===== config.mk =====
export PLATFORM = sky130hd
export DESIGN_NAME = ecc_core
export DESIGN_NICKNAME = d
export VERILOG_FILES = /design/src/common/ucode_pkg.sv /design/src/common/datapath_pkg.sv /design/src/hw/program_rom.sv /design/src/sequencer/micro_sequencer.sv /design/src/hw/data_ram.sv /design/src/pe_array/pe_array.sv /design/src/hw/ecc_core.sv
export SDC_FILE = /design/constraint.sdc
export NUM_CORES = 1
export LEC_CHECK = 0
export BUFFER_PORTS_ARGS = -buffer_cell sky130_fd_sc_hd__buf_4
export CAP_MARGIN = 20
export CORE_MARGIN = 2
export CORE_UTILIZATION = 45
export CTS_BUF_LIST = sky130_fd_sc_hd__clkbuf_4
export DETAILED_ROUTE_END_ITERATION = 10
export PLACE_DENSITY = 0.6
export SLEW_MARGIN = 40
export SYNTH_ARGS = -nofsm -noshare
export SYNTH_HDL_FRONTEND = slang
export SYNTH_SLANG_ARGS = --single-unit

===== constraint.sdc =====
create_clock -name clk -period 3.9 [get_ports clk]
set_input_delay 0 -clock clk [delete_from_list [all_inputs] [get_ports clk]]
set_output_delay 0 -clock clk [all_outputs]
set_load 0.005 [all_outputs]

===== src/program.mem =====
// one 29-bit microinstruction per line in hex, fields dest[28:23] src1[22:17] op[16:15]
// times[14:6] src2[5:0]; op 0 add, 1 sub, 2 cubic, 3 mult; times 0 halts
01820042
02028042
02848081
03820042
// loop1 body, addresses 4 and 5
038E0043
040F8401
04838142
05030041
05888041
// loop2 body, addresses 9 and 10
059680C2
0617008B
0698004B
07058501
079500CA
0812004E
08A0804D
00000000


===== src/common/ucode_pkg.sv =====
`default_nettype none

package ucode_pkg;

    // one-hot sequencer states.
    typedef enum logic [6:0] {
        st_start     = 7'b000_0001,
        st_read_src1 = 7'b000_0010,
        st_read_src2 = 7'b000_0100,
        st_calc      = 7'b000_1000,
        st_wait      = 7'b001_0000,
        st_write     = 7'b010_0000,
        st_done      = 7'b100_0000
    } seq_state_t;

    typedef enum logic [1:0] {
        op_add   = 2'd0,
        op_sub   = 2'd1,
        op_cubic = 2'd2,
        op_mult  = 2'd3
    } op_t;

    typedef logic [5:0] ram_addr_t;

    // calc length, zero means halt.
    typedef logic [8:0] times_t;

    // 29-bit microinstruction as stored in the program ROM.
    typedef struct packed {
        ram_addr_t dest;
        ram_addr_t src1;
        op_t       op;
        times_t    times;
        ram_addr_t src2;
    } micro_instr_t;

endpackage

`default_nettype wire


===== src/common/datapath_pkg.sv =====
`default_nettype none

package datapath_pkg;

    // single-cycle enables for the processing element.
    typedef struct packed {
        logic ld_x;
        logic ld_y;
        logic ld_ry;
        logic clr_acc;
        logic acc_from_x;
        logic add_en;
        logic sub_en;
        logic mul_step;
        logic cube_step;
        logic shift_y;
        logic res_sel_en;
    } pe_ctrl_t;

    typedef enum logic {
        res_acc = 1'b0,
        res_x   = 1'b1
    } res_sel_t;

endpackage

`default_nettype wire


===== src/hw/program_rom.sv =====
`default_nettype none

module program_rom
    import ucode_pkg::*;
#(
    parameter int rom_aw = 5
)
(
    input  logic              clk,
    input  logic [rom_aw-1:0] addr,
    output micro_instr_t      q
);

    logic [$bits(micro_instr_t)-1:0] mem [2**rom_aw];

    initial
    begin
        $readmemh("/design/src/program.mem", mem);
    end

    // registered read, one cycle behind addr.
    always_ff @(posedge clk)
    begin
        q <= micro_instr_t'(mem[addr]);
    end

endmodule

`default_nettype wire


===== src/sequencer/micro_sequencer.sv =====
`default_nettype none

module micro_sequencer
    import ucode_pkg::*;
    import datapath_pkg::*;
#(
    parameter int          rom_aw      = 5,
    parameter int unsigned loop1_start = 0,
    parameter int unsigned loop1_end   = 0,
    parameter int unsigned loop1_count = 0,
    parameter int unsigned loop2_start = 0,
    parameter int unsigned loop2_end   = 0,
    parameter int unsigned loop2_count = 0
)
(
    input  logic              clk,
    input  logic              reset,
    input  logic              start,
    output logic [rom_aw-1:0] rom_addr,
    input  micro_instr_t      rom_q,
    output ram_addr_t         ram_a_addr,
    output ram_addr_t         ram_b_addr,
    output logic              ram_b_w,
    output pe_ctrl_t          pe,
    output logic              done
);

    localparam int unsigned max_count =
        (loop1_count > loop2_count) ? loop1_count : loop2_count;
    localparam int lc_w = $clog2(max_count + 1) + 1;

    localparam int unsigned loop_start [2] = '{loop1_start, loop2_start};
    localparam int unsigned loop_end [2]   = '{loop1_end, loop2_end};
    localparam int unsigned loop_count [2] = '{loop1_count, loop2_count};

    seq_state_t      state;
    times_t          calc_left;
    logic [lc_w-1:0] loop_left [2];
    logic [1:0]      loop_take;
    logic            launch;
    logic            halt;
    pe_ctrl_t        pe_next;

    assign launch = start && (state == st_start || state == st_done);
    assign halt = rom_q.times == '0;

    always_ff @(posedge clk)
    begin
        if (reset)
        begin
            state <= st_start;
        end
        else
        begin
            case (state)
                st_start, st_done:
                begin
                    if (start)
                        state <= st_read_src1;
                end
                st_read_src1:
                    state <= st_read_src2;
                st_read_src2:
                    state <= halt ? st_done : st_calc;
                st_calc:
                begin
                    if (calc_left == times_t'(1))
                        state <= st_wait;
                end
                st_wait:
                    state <= st_write;
                st_write:
                    state <= st_read_src1;
                default:
                    state <= st_start;
            endcase
        end
    end

    // calc length, loaded while src1 is read.
    always_ff @(posedge clk)
    begin
        if (reset)
            calc_left <= '0;
        else if (state == st_read_src1)
            calc_left <= rom_q.times;
        else if (state == st_calc)
            calc_left <= calc_left - 1'b1;
    end

    // repeats left per hardware loop.
    for (genvar i = 0; i < 2; i++)
    begin : g_loop
        assign loop_take[i] = state == st_wait && loop_left[i] != '0
                              && rom_addr == rom_aw'(loop_end[i]);

        always_ff @(posedge clk)
        begin
            if (reset || launch)
                loop_left[i] <= lc_w'(loop_count[i]);
            else if (loop_take[i])
                loop_left[i] <= loop_left[i] - 1'b1;
        end
    end

    always_ff @(posedge clk)
    begin
        if (reset || launch)
            rom_addr <= '0;
        else if (state == st_read_src2 && halt)
            // park on 0 so the rom already holds the first word at restart.
            rom_addr <= '0;
        else if (state == st_wait)
        begin
            if (loop_take[0])
                rom_addr <= rom_aw'(loop_start[0]);
            else if (loop_take[1])
                rom_addr <= rom_aw'(loop_start[1]);
            else
                rom_addr <= rom_addr + 1'b1;
        end
    end

    always_ff @(posedge clk)
    begin
        if (reset)
            done <= 1'b0;
        else
            done <= state == st_done && !start;
    end

    always_comb
    begin
        ram_a_addr = '0;
        ram_b_addr = '0;
        case (state)
            st_read_src1:
            begin
                ram_a_addr = rom_q.src1;
                ram_b_addr = rom_q.src2;
            end
            st_read_src2:
            begin
                ram_a_addr = rom_q.src2;
                ram_b_addr = rom_q.src2;
            end
            st_write:
                ram_b_addr = rom_q.dest;
            default:
                ;
        endcase
    end

    assign ram_b_w = state == st_write;

    // enables act one cycle after the state that produced them.
    always_comb
    begin
        pe_next = '0;
        case (state)
            st_read_src1:
            begin
                pe_next.ld_x = 1'b1;
                if (rom_q.op == op_mult)
                begin
                    pe_next.ld_ry = 1'b1;
                    pe_next.clr_acc = 1'b1;
                end
            end
            st_read_src2:
            begin
                case (rom_q.op)
                    op_add, op_sub:
                        pe_next.ld_y = 1'b1;
                    op_cubic:
                        pe_next.acc_from_x = 1'b1;
                    default:
                        ;
                endcase
            end
            st_calc:
            begin
                pe_next.res_sel_en = 1'b1;
                case (rom_q.op)
                    op_add:
                        pe_next.add_en = 1'b1;
                    op_sub:
                        pe_next.sub_en = 1'b1;
                    op_mult:
                    begin
                        pe_next.mul_step = 1'b1;
                        pe_next.shift_y = 1'b1;
                    end
                    op_cubic:
                        pe_next.cube_step = 1'b1;
                endcase
            end
            default:
                ;
        endcase
    end

    always_ff @(posedge clk)
    begin
        if (reset)
            pe <= '0;
        else
            pe <= pe_next;
    end

endmodule

`default_nettype wire


===== src/hw/data_ram.sv =====
`default_nettype none

module data_ram
    import ucode_pkg::*;
#(
    parameter int word_w = 16
)
(
    input  logic              clk,
    input  ram_addr_t         ram_a_addr,
    input  ram_addr_t         ram_b_addr,
    input  logic              ram_b_w,
    input  logic [word_w-1:0] wdata,
    output logic [word_w-1:0] ram_a_q,
    output logic [word_w-1:0] ram_b_q,
    input  logic              host_we,
    input  ram_addr_t         host_addr,
    input  logic [word_w-1:0] host_wdata,
    output logic [word_w-1:0] host_rdata
);

    logic [word_w-1:0] mem [64];

    // the host owns the write port whenever it writes.
    always_ff @(posedge clk)
    begin
        if (host_we)
            mem[host_addr] <= host_wdata;
        else if (ram_b_w)
            mem[ram_b_addr] <= wdata;
    end

    always_ff @(posedge clk)
    begin
        ram_a_q <= mem[ram_a_addr];
        ram_b_q <= mem[ram_b_addr];
    end

    always_ff @(posedge clk)
    begin
        host_rdata <= mem[host_addr];
    end

endmodule

`default_nettype wire


===== src/pe_array/pe_array.sv =====
`default_nettype none

module pe_array
    import datapath_pkg::*;
#(
    parameter int word_w = 16
)
(
    input  logic              clk,
    input  logic              reset,
    input  pe_ctrl_t          pe,
    input  logic [word_w-1:0] ram_a_q,
    input  logic [word_w-1:0] ram_b_q,
    output logic [word_w-1:0] result
);

    logic [word_w-1:0] x;
    logic [word_w-1:0] y;
    logic [word_w-1:0] acc;
    logic [word_w-1:0] x_sq;
    logic [word_w-1:0] x_cube;
    logic [word_w-1:0] partial;
    res_sel_t          res_sel;

    // products wrap at word_w bits.
    assign x_sq = x * x;
    assign x_cube = x_sq * x;

    // shift-and-add term for the current multiplier bit.
    assign partial = y[0] ? x : '0;

    always_ff @(posedge clk)
    begin
        if (pe.ld_x)
            x <= ram_a_q;
        else if (pe.cube_step)
            x <= x_cube;
        else if (pe.mul_step)
            x <= x << 1;
    end

    always_ff @(posedge clk)
    begin
        if (pe.ld_y)
            y <= ram_a_q;
        else if (pe.ld_ry)
            y <= ram_b_q;
        else if (pe.shift_y)
            y <= y >> 1;
    end

    always_ff @(posedge clk)
    begin
        if (pe.clr_acc)
            acc <= '0;
        else if (pe.acc_from_x)
            acc <= x;
        else if (pe.add_en)
            acc <= x + y;
        else if (pe.sub_en)
            acc <= x - y;
        else if (pe.mul_step)
            acc <= acc + partial;
    end

    // cubic leaves its answer in x, the other ops in acc.
    always_ff @(posedge clk)
    begin
        if (reset)
            res_sel <= res_acc;
        else if (pe.res_sel_en)
            res_sel <= pe.cube_step ? res_x : res_acc;
    end

    assign result = (res_sel == res_x) ? x : acc;

endmodule

`default_nettype wire


===== src/hw/ecc_core.sv =====
`default_nettype none

module ecc_core
    import ucode_pkg::*;
    import datapath_pkg::*;
#(
    parameter int          word_w      = 16,
    parameter int          rom_aw      = 5,
    parameter int unsigned loop1_start = 4,
    parameter int unsigned loop1_end   = 5,
    parameter int unsigned loop1_count = 2,
    parameter int unsigned loop2_start = 9,
    parameter int unsigned loop2_end   = 10,
    parameter int unsigned loop2_count = 3
)
(
    input  logic              clk,
    input  logic              reset,
    input  logic              start,
    input  logic              host_we,
    input  ram_addr_t         host_addr,
    input  logic [word_w-1:0] host_wdata,
    output logic [word_w-1:0] host_rdata,
    output logic              done
);

    logic [rom_aw-1:0] rom_addr;
    micro_instr_t      rom_q;
    ram_addr_t         ram_a_addr;
    ram_addr_t         ram_b_addr;
    logic              ram_b_w;
    pe_ctrl_t          pe;
    logic [word_w-1:0] ram_a_q;
    logic [word_w-1:0] ram_b_q;
    logic [word_w-1:0] result;

    program_rom #(
        .rom_aw(rom_aw)
    ) u_rom (
        .clk (clk),
        .addr(rom_addr),
        .q   (rom_q)
    );

    micro_sequencer #(
        .rom_aw     (rom_aw),
        .loop1_start(loop1_start),
        .loop1_end  (loop1_end),
        .loop1_count(loop1_count),
        .loop2_start(loop2_start),
        .loop2_end  (loop2_end),
        .loop2_count(loop2_count)
    ) u_seq (
        .clk       (clk),
        .reset     (reset),
        .start     (start),
        .rom_addr  (rom_addr),
        .rom_q     (rom_q),
        .ram_a_addr(ram_a_addr),
        .ram_b_addr(ram_b_addr),
        .ram_b_w   (ram_b_w),
        .pe        (pe),
        .done      (done)
    );

    data_ram #(
        .word_w(word_w)
    ) u_ram (
        .clk       (clk),
        .ram_a_addr(ram_a_addr),
        .ram_b_addr(ram_b_addr),
        .ram_b_w   (ram_b_w),
        .wdata     (result),
        .ram_a_q   (ram_a_q),
        .ram_b_q   (ram_b_q),
        .host_we   (host_we),
        .host_addr (host_addr),
        .host_wdata(host_wdata),
        .host_rdata(host_rdata)
    );

    pe_array #(
        .word_w(word_w)
    ) u_pe (
        .clk    (clk),
        .reset  (reset),
        .pe     (pe),
        .ram_a_q(ram_a_q),
        .ram_b_q(ram_b_q),
        .result (result)
    );

endmodule

`default_nettype wire


== After elaboration in Yosys (flattened, before gate mapping) ==
Memories as Yosys holds them, arrays and structs flattened. A register that Yosys moved wholly into a read port is not among the register bits.
Cells that the tools add are included.
Cells by class
  add/subtract/negate cells: 4
  multipliers: 2
  div/mod/pow operators: 0
  magnitude comparators: 0
  eq/ne operators: 13
  shift operators: 0
  multiplexer cells: 37
  bitwise logic cells: 3
  reductions and logical operators: 16
Operators by type and width (count)
  2-to-1 mux 16 bit: 13
  case mux 7 bit (6 select lines): 1
  adder 16 bit: 2
  multiplier 16 x 16 -> 16 bit: 2
  case mux 6 bit (2 select lines): 2
  2-to-1 mux 7 bit: 3
  2-to-1 mux 9 bit: 2
  OR reduction 16 bit: 1
  subtractor 16 bit: 1
  2-to-1 mux 1 bit: 14
  OR reduction 2 bit: 6
  equality test 9 x 1 -> 1 bit, second input constant: 1
  zero test 9 bit: 1
  subtractor 9 x 1 -> 9 bit, second input constant: 1
  equality test 7 x 1 -> 1 bit, second input constant: 1
  equality test 7 x 2 -> 1 bit, second input constant: 1
  equality test 7 x 3 -> 1 bit, second input constant: 1
  equality test 7 x 4 -> 1 bit, second input constant: 1
  equality test 7 x 5 -> 1 bit, second input constant: 1
  equality test 7 x 6 -> 1 bit, second input constant: 1
  equality test 7 bit, second input constant: 1
  2-to-1 mux 6 bit: 1
  nonzero test 3 bit: 2
  equality test 2 bit, second input constant: 2
  other kinds (11): 13
Word-level totals
  register bits after elaboration: 105
  latch bits: 0
  memory bits (writable): 1024
  bits in read-only memories: 0
  input bits: 26
  word-level logic and storage cells: 98
  memories: 1
Memory list
  u_ram.mem: depth 64, width 16, rd ports 3, clocked after memory_dff 3, wr ports 1, line data_ram.sv:22  | logic [word_w-1:0] mem [64];

== Logic depth before layout (Yosys ltp) ==
  depth after elaboration: 6
  gate-level depth with buffers: 10

== Hierarchy ==
From an unflattened synthesis, not the netlist that was laid out.
Second synthesis, totals
  cells, all modules: 4805
  area total of the unflattened synthesis: 70577.7 sq um
Modules (own cells, without submodules)
  data_ram: times used 1, cells an instance 3223, area each 57128.5 sq um
  pe_array: times used 1, cells an instance 1320, area each 11205.7 sq um
  micro_sequencer: times used 1, cells an instance 232, area each 2021.9 sq um
  program_rom: times used 1, cells an instance 30, area each 221.5 sq um

== Least setup slack after synthesis ==
No wires, ideal clock.
  path kind: input to register
  start: input host_addr[0]
  end: memory u_ram.mem[10][0], enable pin
  arrival time: 1894 ps
  data required time: 3512 ps
  setup slack: 1618 ps
  stages on the path: 8
  path buffers: 5
  path through: buf_6 -> buf_6 -> buf_4 -> buf_2 -> buf_2 -> nor2b_1 -> nand2_1 -> nor2_1
On the way
  word-level cells in the longest chain between the ends: 1
Ends and longest elaborated chain
  start: declaration: line ecc_core.sv:21  | input ram_addr_t host_addr,
  2-to-1 mux 6 bit (no source line)
  end: declaration: line data_ram.sv:22
Every way passes these cells.

==> insert_results.sql <==
INSERT INTO impl_metrics (metric_group, metric, value, unit) VALUES
('floorplanning', 'chipHeight', '302', 'um'),
('yosys', 'netlist_top_cells_area', 'edfxtp_1 (77%), a221oi_1 (3.3%), a22oi_1 (2.6%)', ''),
('clocking', 'clkLatencyLatePin', '1150', 'ps'),
('floorplanning', 'die-width', '302', 'um'),
('floorplanning', 'core_area', '88100', 'um^2'),
('critical_path', 'worst_ep_required_time', '4970', 'ps'),
('drt', 'drt_drc_violations_left', '0', ''),
('hold_path', 'min_from', 'host_wdata[4]', ''),
('drt', 'detail_route.vias_per_cell', '6.19', ''),
('critical_path', 'path_class', 'in2reg', ''),
('drt', 'drt_pass1_iterations', '6', ''),
('yosys', 'synthesis.instances', '2193', ''),
('clocking', 'htree_num_levels', '5', ''),
('yosys', 'ys_ff_latch', '1040', ''),
('yosys', 'synthSimpleGateAreaFrac', '3.71', '%'),
('power_and_ir_drop', 'sequential_share_of_power', '54.3', '%'),
('sta', 'timing.final.hold_violations', '0', ''),
('final_layout', 'post_route_design_area', '45900', 'um^2'),
('power_and_ir_drop', 'netSwitchingFraction', '22.8', '%'),
('floorplanning', 'initial_utilization', '45.3', '%'),
('placement', 'placed_cell_area', '41900', 'um^2'),
('yosys', 'synthesis.yosys.warnings', '0', ''),
('critical_path', 'critical_path_buf_inv_count', '6', ''),
('yosys', 'synth_fp_nets', '2219', ''),
('yosys', 'adder_cell_area_share_of_the_yosys_netlist', '0', '%'),
('drt', 'wirelength_met1', '45500', 'um'),
('sta', 'layout_worst_path_cycle_share', '82.5', '%'),
('sta', 'report.final.setup_viol', '0', ''),
('global_routing', 'initial_antenna_violation_count', '13', ''),
('critical_path', 'critical_path_s_most_frequent_cell', 'dlygate4sd3_1', ''),
('drt', 'drt-total-wl', '116000', 'um'),
('final_layout', 'syn_to_final_growth', '15.1', '%'),
('critical_path', 'cp_delay_by_family_top', 'buffers and inverters', ''),
('global_routing', 'number_of_global_route_vias_before_repair', '24000', ''),
('clocking', 'post_cts_buffers', '0', ''),
('clocking', 'cts.sink_count', '1040', ''),
('hold_path', 'min_path_cells', '2', ''),
('sta', 'rsz0062_at_grt', 'no', ''),
('power_and_ir_drop', 'internal_power', '17.7', 'mW'),
('critical_path', 'worst-path-max-fanout', '55', ''),
('run', 'drv_cap', '0', ''),
('critical_path', 'critical_path_arrival', '4280', 'ps'),
('power_and_ir_drop', 'clock_share_of_power', '39.6', '%'),
('final_layout', 'final_core_utilization', '52.1', '%'),
('placement', 'hpwl', '63900', 'um'),
('sta', 'hold-worst-slack', '95.0', 'ps'),
('floorplanning', 'std_cell_rows', '109', ''),
('global_routing', 'grt_usage', '25.7', '%'),
('critical_path', 'worst_r2r_endpoint', 'u_ram.host_rdata[12]', ''),
('power_and_ir_drop', 'p_sw', '5.21', 'mW'),
('yosys', 'proportion_of_synthesized_flip_flops_having_asynchronous_set_or_reset', '0', '%'),
('yosys', 'yosysSeqAreaShare', '77.9', '%'),
('hold_path', 'classification_of_the_worst_slack_hold_path', 'in2reg', ''),
('critical_path', 'timing.critical_path.slowest_cell_delay', '570', 'ps'),
('drt', 'met3_routed_wl', '11600', 'um'),
('clocking', 'root_buffer', 'clkbuf_4', ''),
('outcome', 'run_status', 'finished clean', ''),
('critical_path', 'timing.critical_path.slowest_stage_cell', 'dlygate4sd3_1', ''),
('placement', 'io_buffer_count', '39', ''),
('clocking', 'clk_path_buf_depth', '4', ''),
('global_routing', 'global_route_wire_length_before_repair', '166000', 'um'),
('power_and_ir_drop', 'vdd.ir_drop.worst', '0.285', 'mV'),
('floorplanning', 'io_pins', '43', ''),
('yosys', 'synth.largest_area_cell', 'edfxtp_1', ''),
('power_and_ir_drop', 'combPwrFrac', '6.1', '%'),
('yosys', 'synth_edf_count', '1024', ''),
('sta', 'max_freq', '311', 'MHz'),
('global_routing', 'overflow', '0', ''),
('power_and_ir_drop', 'pwr_density_cell', '498', 'nW/um^2'),
('critical_path', 'worst_setup_path_end_kind', 'register', ''),
('drt', 'detailedRoute.firstIterationViolations', '3238', '');
[layout make-up]
cell class / count / area (um^2)
flip-flops and latches: 1040 / 31100
repair buffers: 256 / 2250
fillers: 7236 / 42200
clock buffers: 391 / 2940
diodes: 4 / 10.0
multi-input cells: 973 / 7860
inverters: 9 / 37.5
well taps: 1165 / 1460
clock inverters: 51 / 304
[cell usage in the layout (no fill, tap or decap), drive strengths merged, types with 19 or more instances in the layout]
master,n
a221oi,152
a22o,21
a22oi,141
and3,21
buf,202
clkbuf,392
clkinv,42
dlygate4sd3,53
edfxtp,1024
mux2i,80
mux4,41
nand2,33
nor2,78
nor3,33
nor3b,23
o21ai,34
o221ai,19
o22a,21
o22ai,66
[worst register-to-register path, delay by kind of cell (launching register included)]
kind,cells,cell delay [ps]
AOI/OAI and AO/OA,2,1020
buffers and inverters,1,580
DFF,1,350
muxes,1,460
and+or+nand+nor,2,330
[synth_stat cells (7+ instances only)]
| cell type | n |
|---|---|
| nor2_1 | 77 |
| nand2_1 | 33 |
| a22oi_1 | 136 |
| inv_1 | 7 |
| a22o_1 | 21 |
| o211ai_1 | 15 |
| dfxtp_1 | 16 |
| edfxtp_1 | 1024 |
| buf_4 | 17 |
| a21oi_1 | 14 |
| nand4b_1 | 7 |
| o221ai_1 | 19 |
| o21ai_0 | 34 |
| nand3b_1 | 10 |
| and3_1 | 21 |
| nand4_1 | 7 |
| o22a_1 | 21 |
| nor3_1 | 32 |
| clkbuf_1 | 56 |
| nor3b_1 | 22 |
| o22ai_1 | 66 |
| buf_2 | 64 |
| buf_1 | 9 |
| a221oi_1 | 152 |
| a211oi_1 | 16 |
| mux4_2 | 41 |
| a211o_1 | 7 |
| a221o_1 | 10 |
| buf_6 | 24 |
| a31oi_1 | 11 |
| a2111oi_0 | 10 |
| mux2i_1 | 80 |
| a2bb2oi_1 | 8 |
| nand3_1 | 13 |
| mux2_2 | 16 |
[sequential cells by signal (all words and copies together) (netlist names)]
| signal | flops |
|---|---|
| u_ram.mem | 1024 |
| u_ram.host_rdata | 16 |
[logic make-up after synthesis]
| kind of cell | after synthesis |
|---|---|
| other | 1 |
| AO/OA/AOI/OAI | 568 |
| multiplexers | 137 |
| AND/OR/NAND/NOR | 267 |
| buffers and inverters | 180 |
| flip-flops | 1040 |
[power by group through the flow]
stage	sequential, mW	combinational [mW]	clock, mW
4_1_cts	12.4	1.36	9.26
3_3_place_gp	12.7	1.24	0
6_report	12.4	1.38	9.06
2_1_floorplan	12.6	0.633	0
5_1_grt	12.4	1.45	9.84
3_5_place_dp	12.7	1.26	0
[worst max-delay path by stage]
| stage | start | to | depth (start not counted) |
|---|---|---|---|
| 2_1_floorplan | host_addr[0] | u_ram.mem[10][0] | 8 |
| 3_3_place_gp | host_addr[0] | u_ram.host_rdata[14] | 8 |
| 3_5_place_dp | host_addr[0] | u_ram.host_rdata[14] | 8 |
| 4_1_cts | host_addr[1] | u_ram.host_rdata[15] | 10 |
| 5_1_grt | host_addr[1] | u_ram.host_rdata[15] | 10 |
| 6_report | host_addr[1] | u_ram.host_rdata[15] | 10 |
[through the flow]
stage / total power, mW / cells
2_1_floorplan: 13.3 / 2193
3_3_place_gp: 13.9 / 3376
3_5_place_dp: 13.9 / 3379
4_1_cts: 23.0 / 3884
5_1_grt: 23.7 / 3887
6_report: 22.9 / 3889
[routing by layer]
metal	track usage [%]	up-vias
met3	6.35	224
met1	34.8	12300
met5	0	-
li1	-	10100
met4	12.5	4
met2	39.0	1398
[what timing repair did]
item,4_1_cts,5_1_grt
endpoints found under the hold margin,1875,0
hold buffers,63,0
gates resized for setup,0,0
Power figures use the tool's default switching activity.
